===== config.mk =====
export PLATFORM = sky130hd
export DESIGN_NAME = prbs_word_check_flat
export DESIGN_NICKNAME = d
export VERILOG_FILES = /design/src/logic/prbs_pkg.sv /design/src/logic/prbs_ctrl_if.sv /design/src/logic/prbs_word_check.sv /design/src/flat_wrapper.sv
export SDC_FILE = /design/constraint.sdc
export NUM_CORES = 1
export LEC_CHECK = 0
export BUFFER_PORTS_ARGS = -buffer_cell sky130_fd_sc_hd__buf_2
export CAP_MARGIN = 30
export CORE_ASPECT_RATIO = 0.5
export CORE_UTILIZATION = 40
export CTS_BUF_LIST = sky130_fd_sc_hd__clkbuf_4 sky130_fd_sc_hd__clkbuf_8
export CTS_CLUSTER_SIZE = 30
export DETAILED_ROUTE_END_ITERATION = 10
export PLACE_DENSITY_LB_ADDON = 0.2
export SYNTH_ARGS = -nofsm -noshare
export SYNTH_HDL_FRONTEND = slang
export SYNTH_SLANG_ARGS = --single-unit

===== constraint.sdc =====
create_clock -name word_clock -period 13.1 [get_ports word_clock]
set_input_delay 0.655 -clock word_clock [delete_from_list [all_inputs] [get_ports word_clock]]
set_output_delay 0.655 -clock word_clock [all_outputs]
set_load 0.01 [all_outputs]

===== src/logic/prbs_pkg.sv =====
package prbs_pkg;

	// --------------------------------------------------
	// Widths and counts
	// --------------------------------------------------
	localparam int WORD_WIDTH      = 8;  // One serializer word.
	localparam int ERR_COUNT_WIDTH = 16;
	localparam int LOCK_WORDS      = 4;  // Clean words needed for lock.
	localparam int LFSR_WIDTH      = 31; // Largest order.
	localparam int HEARTBEAT_BIT   = 7;  // Toggles every 128 words.

	localparam int LOCK_CNT_WIDTH = $clog2(LOCK_WORDS + 1);
	localparam int SEED_CNT_WIDTH = 3;
	localparam int BIT_ERR_WIDTH  = $clog2(WORD_WIDTH + 1);

	// Polynomials x^order + x^tap + 1.
	localparam int PRBS7_ORDER  = 7;
	localparam int PRBS7_TAP    = 6;
	localparam int PRBS15_ORDER = 15;
	localparam int PRBS15_TAP   = 14;
	localparam int PRBS31_ORDER = 31;
	localparam int PRBS31_TAP   = 28;

	typedef enum logic [1:0] {
		MODE_OFF    = 2'd0,
		MODE_PRBS7  = 2'd1,
		MODE_PRBS15 = 2'd2,
		MODE_PRBS31 = 2'd3
	} prbs_mode_t;

	typedef enum logic [1:0] {
		ST_IDLE,
		ST_CLEAR,
		ST_RUN_ACK,
		ST_RUN
	} ctrl_state_t;

	typedef enum logic [1:0] {
		CK_IDLE,
		CK_SEED,
		CK_COMPARE
	} check_state_t;

	// --------------------------------------------------
	// Sequence helpers
	// --------------------------------------------------
	function automatic int prbs_order(prbs_mode_t mode);
		case (mode)
			MODE_PRBS7:  return PRBS7_ORDER;
			MODE_PRBS15: return PRBS15_ORDER;
			MODE_PRBS31: return PRBS31_ORDER;
			default:     return 0;
		endcase
	endfunction

	function automatic int prbs_seed_words(prbs_mode_t mode);
		return (prbs_order(mode) + WORD_WIDTH - 1) / WORD_WIDTH;
	endfunction

	// Eight Fibonacci steps, the earliest bit lands in bit 7.
	function automatic logic [WORD_WIDTH-1:0] prbs_next_word(
		logic [LFSR_WIDTH-1:0] state,
		prbs_mode_t mode
	);
		logic [LFSR_WIDTH-1:0] s;
		logic [WORD_WIDTH-1:0] w;
		logic fb;
		s = state;
		w = '0;
		for (int i = WORD_WIDTH - 1; i >= 0; i--) begin
			case (mode)
				MODE_PRBS7:  fb = s[PRBS7_ORDER-1] ^ s[PRBS7_TAP-1];
				MODE_PRBS15: fb = s[PRBS15_ORDER-1] ^ s[PRBS15_TAP-1];
				MODE_PRBS31: fb = s[PRBS31_ORDER-1] ^ s[PRBS31_TAP-1];
				default:     fb = 1'b0;
			endcase
			w[i] = fb;
			s = {s[LFSR_WIDTH-2:0], fb};
		end
		return w;
	endfunction

	// Register contents after a word of sequence bits was shifted in.
	function automatic logic [LFSR_WIDTH-1:0] prbs_shift_in(
		logic [LFSR_WIDTH-1:0] state,
		logic [WORD_WIDTH-1:0] word
	);
		return {state[LFSR_WIDTH-WORD_WIDTH-1:0], word};
	endfunction

endpackage


===== src/logic/prbs_ctrl_if.sv =====
`timescale 1ns/1ps

interface prbs_ctrl_if;
	import prbs_pkg::*;

	prbs_mode_t                 mode;
	logic                       run;
	logic                       clear;   // One cycle, restarts both ends.
	logic                       tx_fire; // A word left the generator.
	logic                       locked;
	logic [ERR_COUNT_WIDTH-1:0] error_count;

	modport ctrl (
		output mode, run, clear,
		input  tx_fire, locked, error_count
	);

	modport gen (
		input  mode, run, clear,
		output tx_fire
	);

	modport check (
		input  mode, run, clear,
		output locked, error_count
	);

endinterface


===== src/logic/prbs_word_check.sv =====
`timescale 1ns/1ps

module prbs_word_check (
	input  logic                            word_clock,
	input  logic                            rst_n,
	prbs_ctrl_if.check                      ctl,
	input  logic [prbs_pkg::WORD_WIDTH-1:0] rx_word,
	input  logic                            rx_valid
);
	import prbs_pkg::*;

	check_state_t               state;
	logic [LFSR_WIDTH-1:0]      lfsr;
	logic [SEED_CNT_WIDTH-1:0]  seed_cnt;
	logic [LOCK_CNT_WIDTH-1:0]  clean_cnt;
	logic                       locked;
	logic [ERR_COUNT_WIDTH-1:0] err_count;

	logic [WORD_WIDTH-1:0]      pred_word;
	logic [WORD_WIDTH-1:0]      diff;
	logic [BIT_ERR_WIDTH-1:0]   bit_errs;
	logic [ERR_COUNT_WIDTH:0]   err_sum;
	logic [ERR_COUNT_WIDTH-1:0] err_next;
	logic                       take;
	logic                       seed_last;

	assign take      = rx_valid && ctl.run;
	assign seed_last = int'(seed_cnt) == prbs_seed_words(ctl.mode) - 1;

	// --------------------------------------------------
	// Prediction and error count
	// --------------------------------------------------
	always_comb begin
		pred_word = prbs_next_word(lfsr, ctl.mode);
		diff      = pred_word ^ rx_word;
		bit_errs  = '0;
		for (int i = 0; i < WORD_WIDTH; i++) begin
			bit_errs = bit_errs + BIT_ERR_WIDTH'(diff[i]);
		end
		err_sum  = {1'b0, err_count} + (ERR_COUNT_WIDTH + 1)'(bit_errs);
		err_next = err_sum[ERR_COUNT_WIDTH] ? '1 : err_sum[ERR_COUNT_WIDTH-1:0]; // Saturate.
	end

	always_ff @(posedge word_clock) begin
		if (!rst_n) begin
			state     <= CK_IDLE;
			seed_cnt  <= '0;
			clean_cnt <= '0;
			locked    <= 1'b0;
			err_count <= '0;
		end else if (ctl.clear) begin
			state     <= CK_IDLE;
			seed_cnt  <= '0;
			clean_cnt <= '0;
			locked    <= 1'b0;
			err_count <= '0;
		end else begin
			unique case (state)
				// Wait for a gap so a word still in flight from the old
				// pattern is never taken as seed.
				CK_IDLE: begin
					if (!rx_valid) begin
						state <= CK_SEED;
					end
				end
				CK_SEED: begin
					if (take) begin
						if (seed_last) begin
							seed_cnt <= '0;
							state    <= CK_COMPARE;
						end else begin
							seed_cnt <= seed_cnt + 1'b1;
						end
					end
				end
				CK_COMPARE: begin
					if (take) begin
						err_count <= err_next;
						if (bit_errs != '0) begin
							locked    <= 1'b0;
							clean_cnt <= '0;
						end else if (clean_cnt == LOCK_CNT_WIDTH'(LOCK_WORDS - 1)) begin
							locked <= 1'b1;
						end else begin
							clean_cnt <= clean_cnt + 1'b1;
						end
					end
				end
				default: state <= CK_IDLE;
			endcase
		end
	end

	// Seed from the line, then free-run on the prediction.
	always_ff @(posedge word_clock) begin
		if (take && state == CK_SEED) begin
			lfsr <= prbs_shift_in(lfsr, rx_word);
		end else if (take && state == CK_COMPARE) begin
			lfsr <= prbs_shift_in(lfsr, pred_word);
		end
	end

	assign ctl.locked      = locked;
	assign ctl.error_count = err_count;

endmodule


===== src/flat_wrapper.sv =====
// flat-port wrapper written by rule: the top's interface ports become plain ports
module prbs_word_check_flat import prbs_pkg::*;
  (word_clock, rst_n, rx_word, rx_valid, ctl_mode, ctl_run, ctl_clear, ctl_locked, ctl_error_count);
  prbs_ctrl_if ctl_i ();
  input  logic word_clock;
  input  logic rst_n;
  input  logic [prbs_pkg::WORD_WIDTH-1:0] rx_word;
  input  logic rx_valid;
  input wire logic [$bits(ctl_i.mode)-1:0] ctl_mode;
  input wire logic [$bits(ctl_i.run)-1:0] ctl_run;
  input wire logic [$bits(ctl_i.clear)-1:0] ctl_clear;
  output wire logic [$bits(ctl_i.locked)-1:0] ctl_locked;
  output wire logic [$bits(ctl_i.error_count)-1:0] ctl_error_count;
  assign ctl_i.mode = ctl_mode;
  assign ctl_i.run = ctl_run;
  assign ctl_i.clear = ctl_clear;
  assign ctl_locked = ctl_i.locked;
  assign ctl_error_count = ctl_i.error_count;
  prbs_word_check u_core (.word_clock(word_clock), .rst_n(rst_n), .ctl(ctl_i), .rx_word(rx_word), .rx_valid(rx_valid));
endmodule

== Word level (Yosys, flattened, before mapping) ==
Cells that the tools add are included.

* Output and inout port bits: 17
* Flip-flop bits (word level): 56
* Word-level logic and storage cells: 94

* Reduce and logical (&&, ||, !) cells: 14
* Multiplexer cells: 21
* $add $sub $neg: 14
* Equality and inequality tests: 11
* Bitwise logic cells: 28

{| class="wikitable"
|+ Operators with widths
! cell !! count
|-
| $sub A32 B2 Y32 const B || 2
|-
| $mux W31 || 2
|-
| $add A32 B1 Y32 || 1
|-
| $eq A4 B32 Y1 || 1
|-
| $add A4 B1 Y4 || 6
|-
| $pmux W1 S3 || 8
|-
| $xor A1 B1 Y1 || 24
|-
| $add A16 B4 Y17 || 1
|-
| $mux W16 || 1
|-
| $pmux W5 S3 || 1
|-
| $mux W3 || 3
|-
| $xor A8 B8 Y8 || 1
|-
| $add A3 B1 Y3 const B || 2
|-
| $add A5 B4 Y6 const B || 1
|-
| $eq A2 B2 Y1 const B || 3
|-
| $mux W2 || 3
|-
| $ne A2 B1 Y1 const B || 3
|-
| $pmux W2 S3 || 1
|-
| $reduce_and A3 Y1 || 2
|-
| $eq A2 B1 Y1 const B || 2
|-
| $reduce_and A2 Y1 || 2
|-
| $reduce_and A4 Y1 || 1
|-
| $reduce_bool A2 Y1 || 2
|-
| $reduce_bool A4 Y1 || 1
|-
| 10 further kinds || 14
|}

== Logic depth before layout (Yosys ltp) ==
Gate-level depths: netlist of the first run.

* Depth in word-level cells: 15
* Depth in mapped cells: 21
* Mapped depth without buffers: 20

== Least setup slack after synthesis of the first run ==
No wires, ideal clock.

* Path kind: in2reg
* From: input port ctl_mode[0]
* To: register u_core.err_count[5] (netlist: u_core.ctl.error_count[5])
* Stages: 20
* Setup time: 132 ps
* Path slack: 6873 ps
* Buffers on the path: 1
* Data required time: 12968 ps
* Arrival time: 6095 ps
* Path through: inv_1 > ha_1 > clkbuf_1 > a222oi_1 > mux2i_1 > o22ai_2 > xor2_1 > ha_1 > inv_1 > fa_1 > fa_1 > fa_1 > fa_1 > xnor2_1 > ha_1 > nor2b_1 > o21ai_0 > a2111oi_4 > nor4b_1 > nor3_1

* Word-level cells in the longest chain between the ends: 14

{| class="wikitable"
|+ Ends and longest elaborated chain
! item !! line !! RTL
|-
| from (decl) || flat_wrapper.sv:9 || <nowiki>input wire logic [$bits(ctl_i.mode)-1:0] ctl_mode;</nowiki>
|-
| $eq A2 B2 Y1 or $eq A2 B1 Y1 (tied branches) || prbs_pkg.sv:71 || <nowiki>case (mode)</nowiki>
|-
| $pmux W1 S3 || prbs_pkg.sv:71 ||
|-
| $xor A1 B1 Y1 || prbs_pkg.sv:72 || <nowiki>MODE_PRBS7: fb = s[PRBS7_ORDER-1] ^ s[PRBS7_TAP-1];</nowiki>
|-
| $pmux W1 S3 || prbs_pkg.sv:71 ||
|-
| $xor A8 B8 Y8 * || prbs_word_check.sv:35 || <nowiki>diff = pred_word ^ rx_word;</nowiki>
|-
| $add A1 B1 Y2 || prbs_word_check.sv:38 || <nowiki>bit_errs = bit_errs + BIT_ERR_WIDTH'(diff[i]);</nowiki>
|-
| $add A4 B1 Y4 (5 in series) || prbs_word_check.sv:38 ||
|-
| $add A4 B1 Y4 * || prbs_word_check.sv:38 ||
|-
| $add A16 B4 Y17 * || prbs_word_check.sv:40 || <nowiki>err_sum = {1'b0, err_count} + (ERR_COUNT_WIDTH + 1)'(bit_errs);</nowiki>
|-
| $mux W16 * || prbs_word_check.sv:41 || <nowiki>err_next = err_sum[ERR_COUNT_WIDTH] ? '1 : err_sum[ERR_COUNT_WIDTH-1:0];</nowiki>
|-
| to (signal assigned) || prbs_word_check.sv:78 || <nowiki>err_count <= err_next;</nowiki>
|-
| to (decl) || prbs_word_check.sv:17 || <nowiki>logic [ERR_COUNT_WIDTH-1:0] err_count;</nowiki>
|}

Every way passes the cells marked *; elsewhere a longest branch is shown, timed or not.
A chain may end at the register's enable or synchronous reset.

== Final worst setup path of the first run ==
* From: input port ctl_mode[0]
* To: register u_core.err_count[11] (netlist: u_core.ctl.error_count[11])

Same word-level chain as after synthesis.

==> impl_metrics.py, run 1 <==
metrics = {
    "status": {
        "outcome": "finished clean",
    },
    "global_routing": {
        "grtUsageMet1_pct": 21.2,
        "top_usage_layer": "met2",
        "grt_pass1_wl_um": 10300,
        "antenna_found_initial": 0,
        "first_global_vias": 2140,
        "grt_max_degree": 32,
        "grt.met2_usage_pct": 27.1,
        "overflow": 0,
        "grt_use_met3_pct": 4.19,
        "track_usage_pct": 16.3,
    },
    "clocking": {
        "h-tree-depth": 2,
        "clkLatencyLatePin_ns": 0.32,
        "cts_setup_buffers": 0,
        "ctsRootBufferMaster": "clkbuf_8",
        "numCtsBuffers": 5,
        "post_cts_resized": 0,
        "cts_hold_buf": 0,
        "cts_buffer_depth": 2,
        "cts.sinks": 56,
        "cts_tree": "done",
        "clk_pin_slew_ns": 0.10,
    },
    "yosys": {
        "ys_async_sr_fraction_pct": 0,
        "synth_commonest_cells": "31 x edfxtp_1, 25 x dfxtp_1, 25 x xor2_1, 22 x nand2_1, 20 x a21oi_1",
        "synth_top_area_cell": "edfxtp_1",
        "synth.distinct_cells": 46,
        "synthCells": 292,
        "synth_fp_nets": 327,
        "ys_seq_area_share_pct": 46.3,
        "ys.flop_type": "edfxtp_1",
        "synth_area_leaders": "edfxtp_1 30%, dfxtp_1 16%, xor2_1 7.1%",
        "synth.most_common_cell": "edfxtp_1",
        "synth_top_cell_area_share_pct": 30.1,
        "yosysWarnings": 0,
        "ys_ff_latch": 56,
        "syn_area_per_cell_um2": 10.6,
        "netlist_area_um2": 3090,
        "synth_enable_flop_cells": 31,
    },
    "sta": {
        "fmax_mhz": 154,
        "fin_setup_tns_ns": 0,
        "drv_slew": 0,
        "post-route-period-util_pct": 49.6,
        "min_period_ns": 6.50,
        "finalSetupViolations": 0,
        "hold_viol_final": 0,
        "rsz0062_at_grt": "no",
        "worst_pin_slew_ns": 0.934,
        "maxSlewHeadroom_pct": 37.2,
        "skew_ns": 0.00920,
    },
    "drt": {
        "dr.first_iter.drc_count": 139,
        "wl_per_cell_um": 14.5,
        "drc": 0,
        "drtPass1Iterations": 4,
        "vias": 2207,
        "ant_nets": 0,
        "routed_wl_um": 6050,
        "viasPerCell": 5.28,
    },
    "pwr": {
        "total_power_w": 0.000358,
        "pwr-share-seq_pct": 52.3,
        "peakVddDrop_mv": 0.0452,
        "power_density_nw_per_um2": 104,
        "p_int_w": 0.000255,
        "p_comb_share_pct": 20.9,
        "p_leak_nw": 1.28,
        "swShare_pct": 28.6,
        "clockPowerShare_pct": 26.8,
        "p_switching_w": 0.000102,
    },
    "setup_path": {
        "endpoint_kind": "register",
        "critPathArrivalTime_ns": 6.67,
        "slowest_delay_ns": 0.79,
        "startpoint_type": "primary input",
        "crit_top_cell": "fa_1",
        "crit_type": "in -> reg",
        "crit_slowest_cell": "a222oi_1",
        "reg2reg_from": "u_core.lfsr[13]",
        "r2r_setup_slack_ns": 6.77,
        "crit_start": "ctl_mode[0]",
        "crit_required_ns": 13.27,
        "path_cells": "buf_2 -> inv_1 -> ha_1 -> a222oi_1 -> mux2i_1 -> o22ai_2 -> xor2_1 -> ha_1 -> inv_1 -> fa_1 -> fa_1 -> fa_1 -> fa_1 -> xnor2_1 -> ha_1 -> nor2b_1 -> o21ai_0 -> a2111oi_4 -> nor4b_1 -> nor3_1",
        "reg2regPathDepth": 18,
        "worst-path-max-fanout": 9,
    },
    "die": {
        "core_um2": 7400,
        "start_util_pct": 41.8,
        "die_w_um": 126,
        "die_h_um": 64.2,
        "dieArea_um2": 8110,
        "rows": 22,
        "io_pins": 32,
    },
    "flow_run": {
        "max_cap_violations": 0,
    },
    "final_layout": {
        "nets": 356,
        "drive_above_1_share_pct": 14.6,
        "n_antenna_cell": 0,
        "instances_no_fill": 418,
        "area_delta_synth_final_pct": 10.7,
    },
    "placed_design": {
        "dp_hpwl_um": 4520,
        "port_buffers": 31,
        "dp_cells": 410,
        "gp_congestion": 0.805,
    },
    "min_path": {
        "holdCritPathClass": "reg -> reg",
        "holdPathStages": 0,
        "min_from": "u_core.lfsr[17]",
    },
}
[metrics by stage]
stage	instance area (um2)	hold slack, ns	worst slack (ns)	util (%)
2_1_floorplan	3090	0.400	6.87	-
3_3_place_gp	3340	0.402	6.46	45.1
3_5_place_dp	3340	0.405	6.32	45.1
4_1_cts	3430	0.430	6.64	46.3
5_1_grt	3430	0.439	6.10	46.3
6_report	3430	0.429	6.60	46.3
[routing by layer]
metal / wire [um] / vias up / share of wire (%)
li1: - / 1123 / -
met1: 2970 / 1027 / 49
met2: 2780 / 50 / 46
met3: 241 / 7 / 4.0
met4: 60 / 0 / 0.99
met5: 0 / - / 0
[area by class of cell]
cell class                 count  area (um2)
clock inverter                 3        18.8
inverter                      19        71.3
fill                         679        3980
timing repair buffer          32         163
clock buffer                   5        68.8
sequential                    56        1430
tap                           96         120
multi-input combinational    207        1550
[final timing paths]
| check | to |
|---|---|
| setup / recovery | u_core.ctl.error_count[11] |
| hold / removal | u_core.lfsr[25] |
| setup reg to reg | u_core.ctl.error_count[11] |
| hold reg to reg | u_core.lfsr[25] |
[cells in the final DEF, fill, tap and decap left out, drive strengths merged, types with 3 or more instances in the layout]
| cell | netlist | final |
|---|---|---|
| a31oi | 7 | 7 |
| a22o | 3 | 3 |
| nor4b | 5 | 5 |
| a211oi | 3 | 3 |
| nand3 | 3 | 3 |
| dfxtp | 25 | 25 |
| nor3 | 8 | 8 |
| buf | 1 | 32 |
| nand2 | 22 | 22 |
| ha | 15 | 15 |
| fa | 5 | 5 |
| xor2 | 25 | 25 |
| edfxtp | 31 | 31 |
| xnor2 | 14 | 14 |
| o21ai | 10 | 10 |
| a21oi | 21 | 21 |
| nor2b | 6 | 6 |
| nor4 | 3 | 3 |
| a222oi | 6 | 6 |
| inv | 19 | 19 |
| o31ai | 6 | 6 |
| clkbuf | 9 | 5 |
| nor2 | 16 | 16 |
[kinds of logic after synthesis]
| logic type | Yosys count | synth area share, % |
|---|---|---|
| DFF | 56 | 46.3 |
| muxes | 2 | 0.687 |
| xor gates and xnor gates | 39 | 11.0 |
| adders and majority gates | 20 | 9.30 |
| and+or+nand+nor | 79 | 13.7 |
| buffers and inverters | 29 | 3.56 |
| AOI/OAI and AO/OA | 67 | 15.4 |
[sequential cells by signal, summed over array words and instances (netlist names)]
name / flops
u_core.ctl.error_count: 16
u_core.ctl.locked: 1
u_core.state: 2
u_core.lfsr: 31
u_core.seed_cnt: 3
u_core.clean_cnt: 3
[power by group through the flow]
stage | logic (W) | clock network [W] | registers, W
finish | 0.0000749 | 0.0000957 | 0.000187
global route | 0.0000851 | 0.000104 | 0.000187
CTS | 0.0000758 | 0.0000983 | 0.000187
detailed placement | 0.0000752 | 0 | 0.000191
global placement | 0.0000727 | 0 | 0.000191
floorplan | 0.0000577 | 0 | 0.000191
[critical path, delay by kind of cell]
kind | cells | cell delay [ns]
adders and majority gates | 7 | 2.75
and+or+nand+nor | 3 | 0.59
xor gates and xnor gates | 2 | 0.37
AOI/OAI and AO/OA | 4 | 1.77
muxes | 1 | 0.30
buffers and inverters | 3 | 0.22
Note: power is estimated with default switching activity, not from simulation.
==> run 2: changes to the inputs <==
ABC_AREA = 1   (was default)
clock period = 6.6 ns   (was 13.1 ns; I/O delays follow)
==> impl_metrics.py, run 2 <==
metrics = {
    "sta": {
        "post-route-period-util_pct": 79.0,
        "min_period_ns": 5.21,
        "fmax_mhz": 192,
        "worst_pin_slew_ns": 0.672,
        "maxSlewHeadroom_pct": 55.1,
        "hold_viol_final": 0,
        "fin_setup_tns_ns": 0,
        "timing.final.ws_setup_ns": 1.39,
        "drv_slew": 0,
        "skew_ns": 0.0119,
        "rsz0062_at_grt": "no",
        "finalSetupViolations": 0,
    },
    "drt": {
        "drtPass1Iterations": 5,
        "wl_per_cell_um": 12.1,
        "vias": 2643,
        "viasPerCell": 4.81,
        "dr.first_iter.drc_count": 129,
        "routed_wl_um": 6640,
        "ant_nets": 0,
        "drc": 0,
    },
    "yosys": {
        "synth_commonest_cells": "106 x nand2_1, 64 x inv_1, 46 x nand3_1, 31 x edfxtp_1",
        "synth_area_leaders": "edfxtp_1 28%, dfxtp_1 15%, nand2_1 12%",
        "netlist_area_um2": 3280,
        "synth_top_cell_area_share_pct": 28.4,
        "synthCells": 408,
        "synth_fp_nets": 443,
        "synth.most_common_cell": "nand2_1",
        "ys.flop_type": "edfxtp_1",
        "ys_ff_latch": 56,
        "syn_area_per_cell_um2": 8.04,
        "ys_seq_area_share_pct": 43.6,
        "synth_top_area_cell": "edfxtp_1",
        "yosysWarnings": 0,
        "synth_enable_flop_cells": 31,
        "synth.distinct_cells": 34,
        "ys_async_sr_fraction_pct": 0,
    },
    "die": {
        "dieArea_um2": 8590,
        "start_util_pct": 43.0,
        "die_w_um": 130,
        "io_pins": 32,
        "core_um2": 7620,
        "rows": 22,
        "die_h_um": 66.0,
    },
    "pwr": {
        "power_density_nw_per_um2": 205,
        "peakVddDrop_mv": 0.0760,
        "total_power_w": 0.000753,
        "p_leak_nw": 1.66,
    },
    "global_routing": {
        "track_usage_pct": 17.6,
        "overflow": 0,
        "grt_max_degree": 32,
        "grt_pass1_wl_um": 11400,
        "first_global_vias": 2405,
        "antenna_found_initial": 0,
    },
    "setup_path": {
        "r2r_setup_slack_ns": 1.49,
        "endpoint_kind": "register",
        "crit_type": "in -> reg",
        "reg2regPathDepth": 25,
        "startpoint_type": "primary input",
        "critPathArrivalTime_ns": 5.44,
        "worst-path-max-fanout": 9,
        "crit_required_ns": 6.82,
    },
    "clocking": {
        "cts.sinks": 56,
        "post_cts_resized": 0,
        "clk_pin_slew_ns": 0.09,
        "numCtsBuffers": 5,
        "cts_hold_buf": 0,
        "h-tree-depth": 2,
        "cts_setup_buffers": 0,
        "clkLatencyLatePin_ns": 0.32,
        "cts_tree": "done",
        "ctsRootBufferMaster": "clkbuf_8",
        "cts_buffer_depth": 2,
    },
    "final_layout": {
        "drive_above_1_share_pct": 11.8,
        "largest_reg_flops": 31,
        "n_fill_cell": 769,
        "area_delta_synth_final_pct": 11.7,
        "nets": 476,
        "layout_commonest_cell": "nand2_1",
        "n_antenna_cell": 0,
        "final_cell_mix": "106 x nand2_1, 64 x inv_1, 46 x nand3_1, 31 x buf_2, 31 x edfxtp_1",
        "instances_no_fill": 550,
        "max_flop_register": "u_core.lfsr",
    },
    "status": {
        "outcome": "finished clean",
    },
    "flow_run": {
        "max_cap_violations": 0,
    },
    "placed_design": {
        "dp_cells": 542,
        "port_buffers": 31,
        "gp_congestion": 0.818,
        "detailedPlace.worstSlack_ns": 1.03,
        "dp_hpwl_um": 5000,
    },
    "min_path": {
        "holdCritPathClass": "in -> reg",
        "holdPathStages": 3,
    },
}
-- run 2: changes by cell type in the layout (fill, tap and decap cells not counted), moves of 8 or more --
cell / delta
xnor2_1: -8
o21ai_0: +15
xor2_1: -15
nand2_1: +84
nand3_1: +43
inv_1: +45
-- run 2: layout make-up --
class	instances	area, um2	share of cell area (%)
sequential	56	1430	39.1
tap	108	135	3.69
clock buffer	6	76.3	2.08
multi-input combinational	279	1560	42.7
clock inverter	2	38.8	1.06
inverter	66	248	6.76
timing repair buffer	33	170	4.64
-- run 2: worst paths after layout --
check                                startpoint                         end
worst max-delay path                ctl_mode[1]  u_core.ctl.error_count[14]
worst min-delay path                   rx_valid             u_core.state[0]
worst max register to register  u_core.lfsr[27]  u_core.ctl.error_count[14]
worst min register to register  u_core.lfsr[19]             u_core.lfsr[27]
-- run 2: worst max-delay path: stages --
cell     delay (ns)
buf_2          0.11
inv_1          0.09
ha_1           0.38
nand3_1        0.12
nand3_1        0.16
nand2_1        0.13
nand2_1        0.09
nand3_1        0.06
nand2_1        0.13
nand2_1        0.06
nand2_1        0.06
nand2_1        0.05
ha_1           0.26
inv_1          0.05
fa_1           0.50
fa_1           0.52
fa_1           0.46
fa_1           0.51
fa_1           0.46
o21ai_2        0.28
nand2_1        0.15
inv_1          0.10
nand2_1        0.07
o21ai_1        0.12
nand3_1        0.07
nand2_1        0.06
inv_1          0.04
-- run 2: power by group --
group | switching, W | total (W) | internal (W) | leakage, nW
sequential | 0.00000183 | 0.000371 | 0.000369 | 0.483
clock | 0.000120 | 0.000239 | 0.000119 | 0.0592
combinational | 0.0000864 | 0.000143 | 0.0000568 | 1.12
total | 0.000208 | 0.000753 | 0.000545 | 1.66
-- run 2: kinds of logic (layout without fill, tap and decap cells) --
group                    count (synthesis)  in the layout  share of synthesized area [%]
buffers and inverters                   73            107                           8.69
AND/OR/NAND/NOR                        189            189                           26.0
flip-flops                              56             56                           43.6
AO/OA/AOI/OAI                           54             54                           8.66
XOR/XNOR                                16             16                           4.27
adder cells (fa/ha/maj)                 20             20                           8.77
-- run 2: per-layer routing --
metal  track usage (%)  vias to the layer above  share of wire (%)
met5                 0                        -                  0
met4              6.10                        0                1.4
met3              3.88                        7                3.5
met2              28.3                       33                 45
met1              23.4                     1211                 51
li1                  -                     1392                  -
-- run 2: metrics by stage --
stage	hold slack (ns)	util, %	cell area, um2
6_report	0.285	48.0	3660
5_1_grt	0.278	48.0	3660
4_1_cts	0.279	48.0	3660
3_5_place_dp	0.405	46.5	3550
3_3_place_gp	0.401	46.5	3550
2_1_floorplan	0.400	-	3280
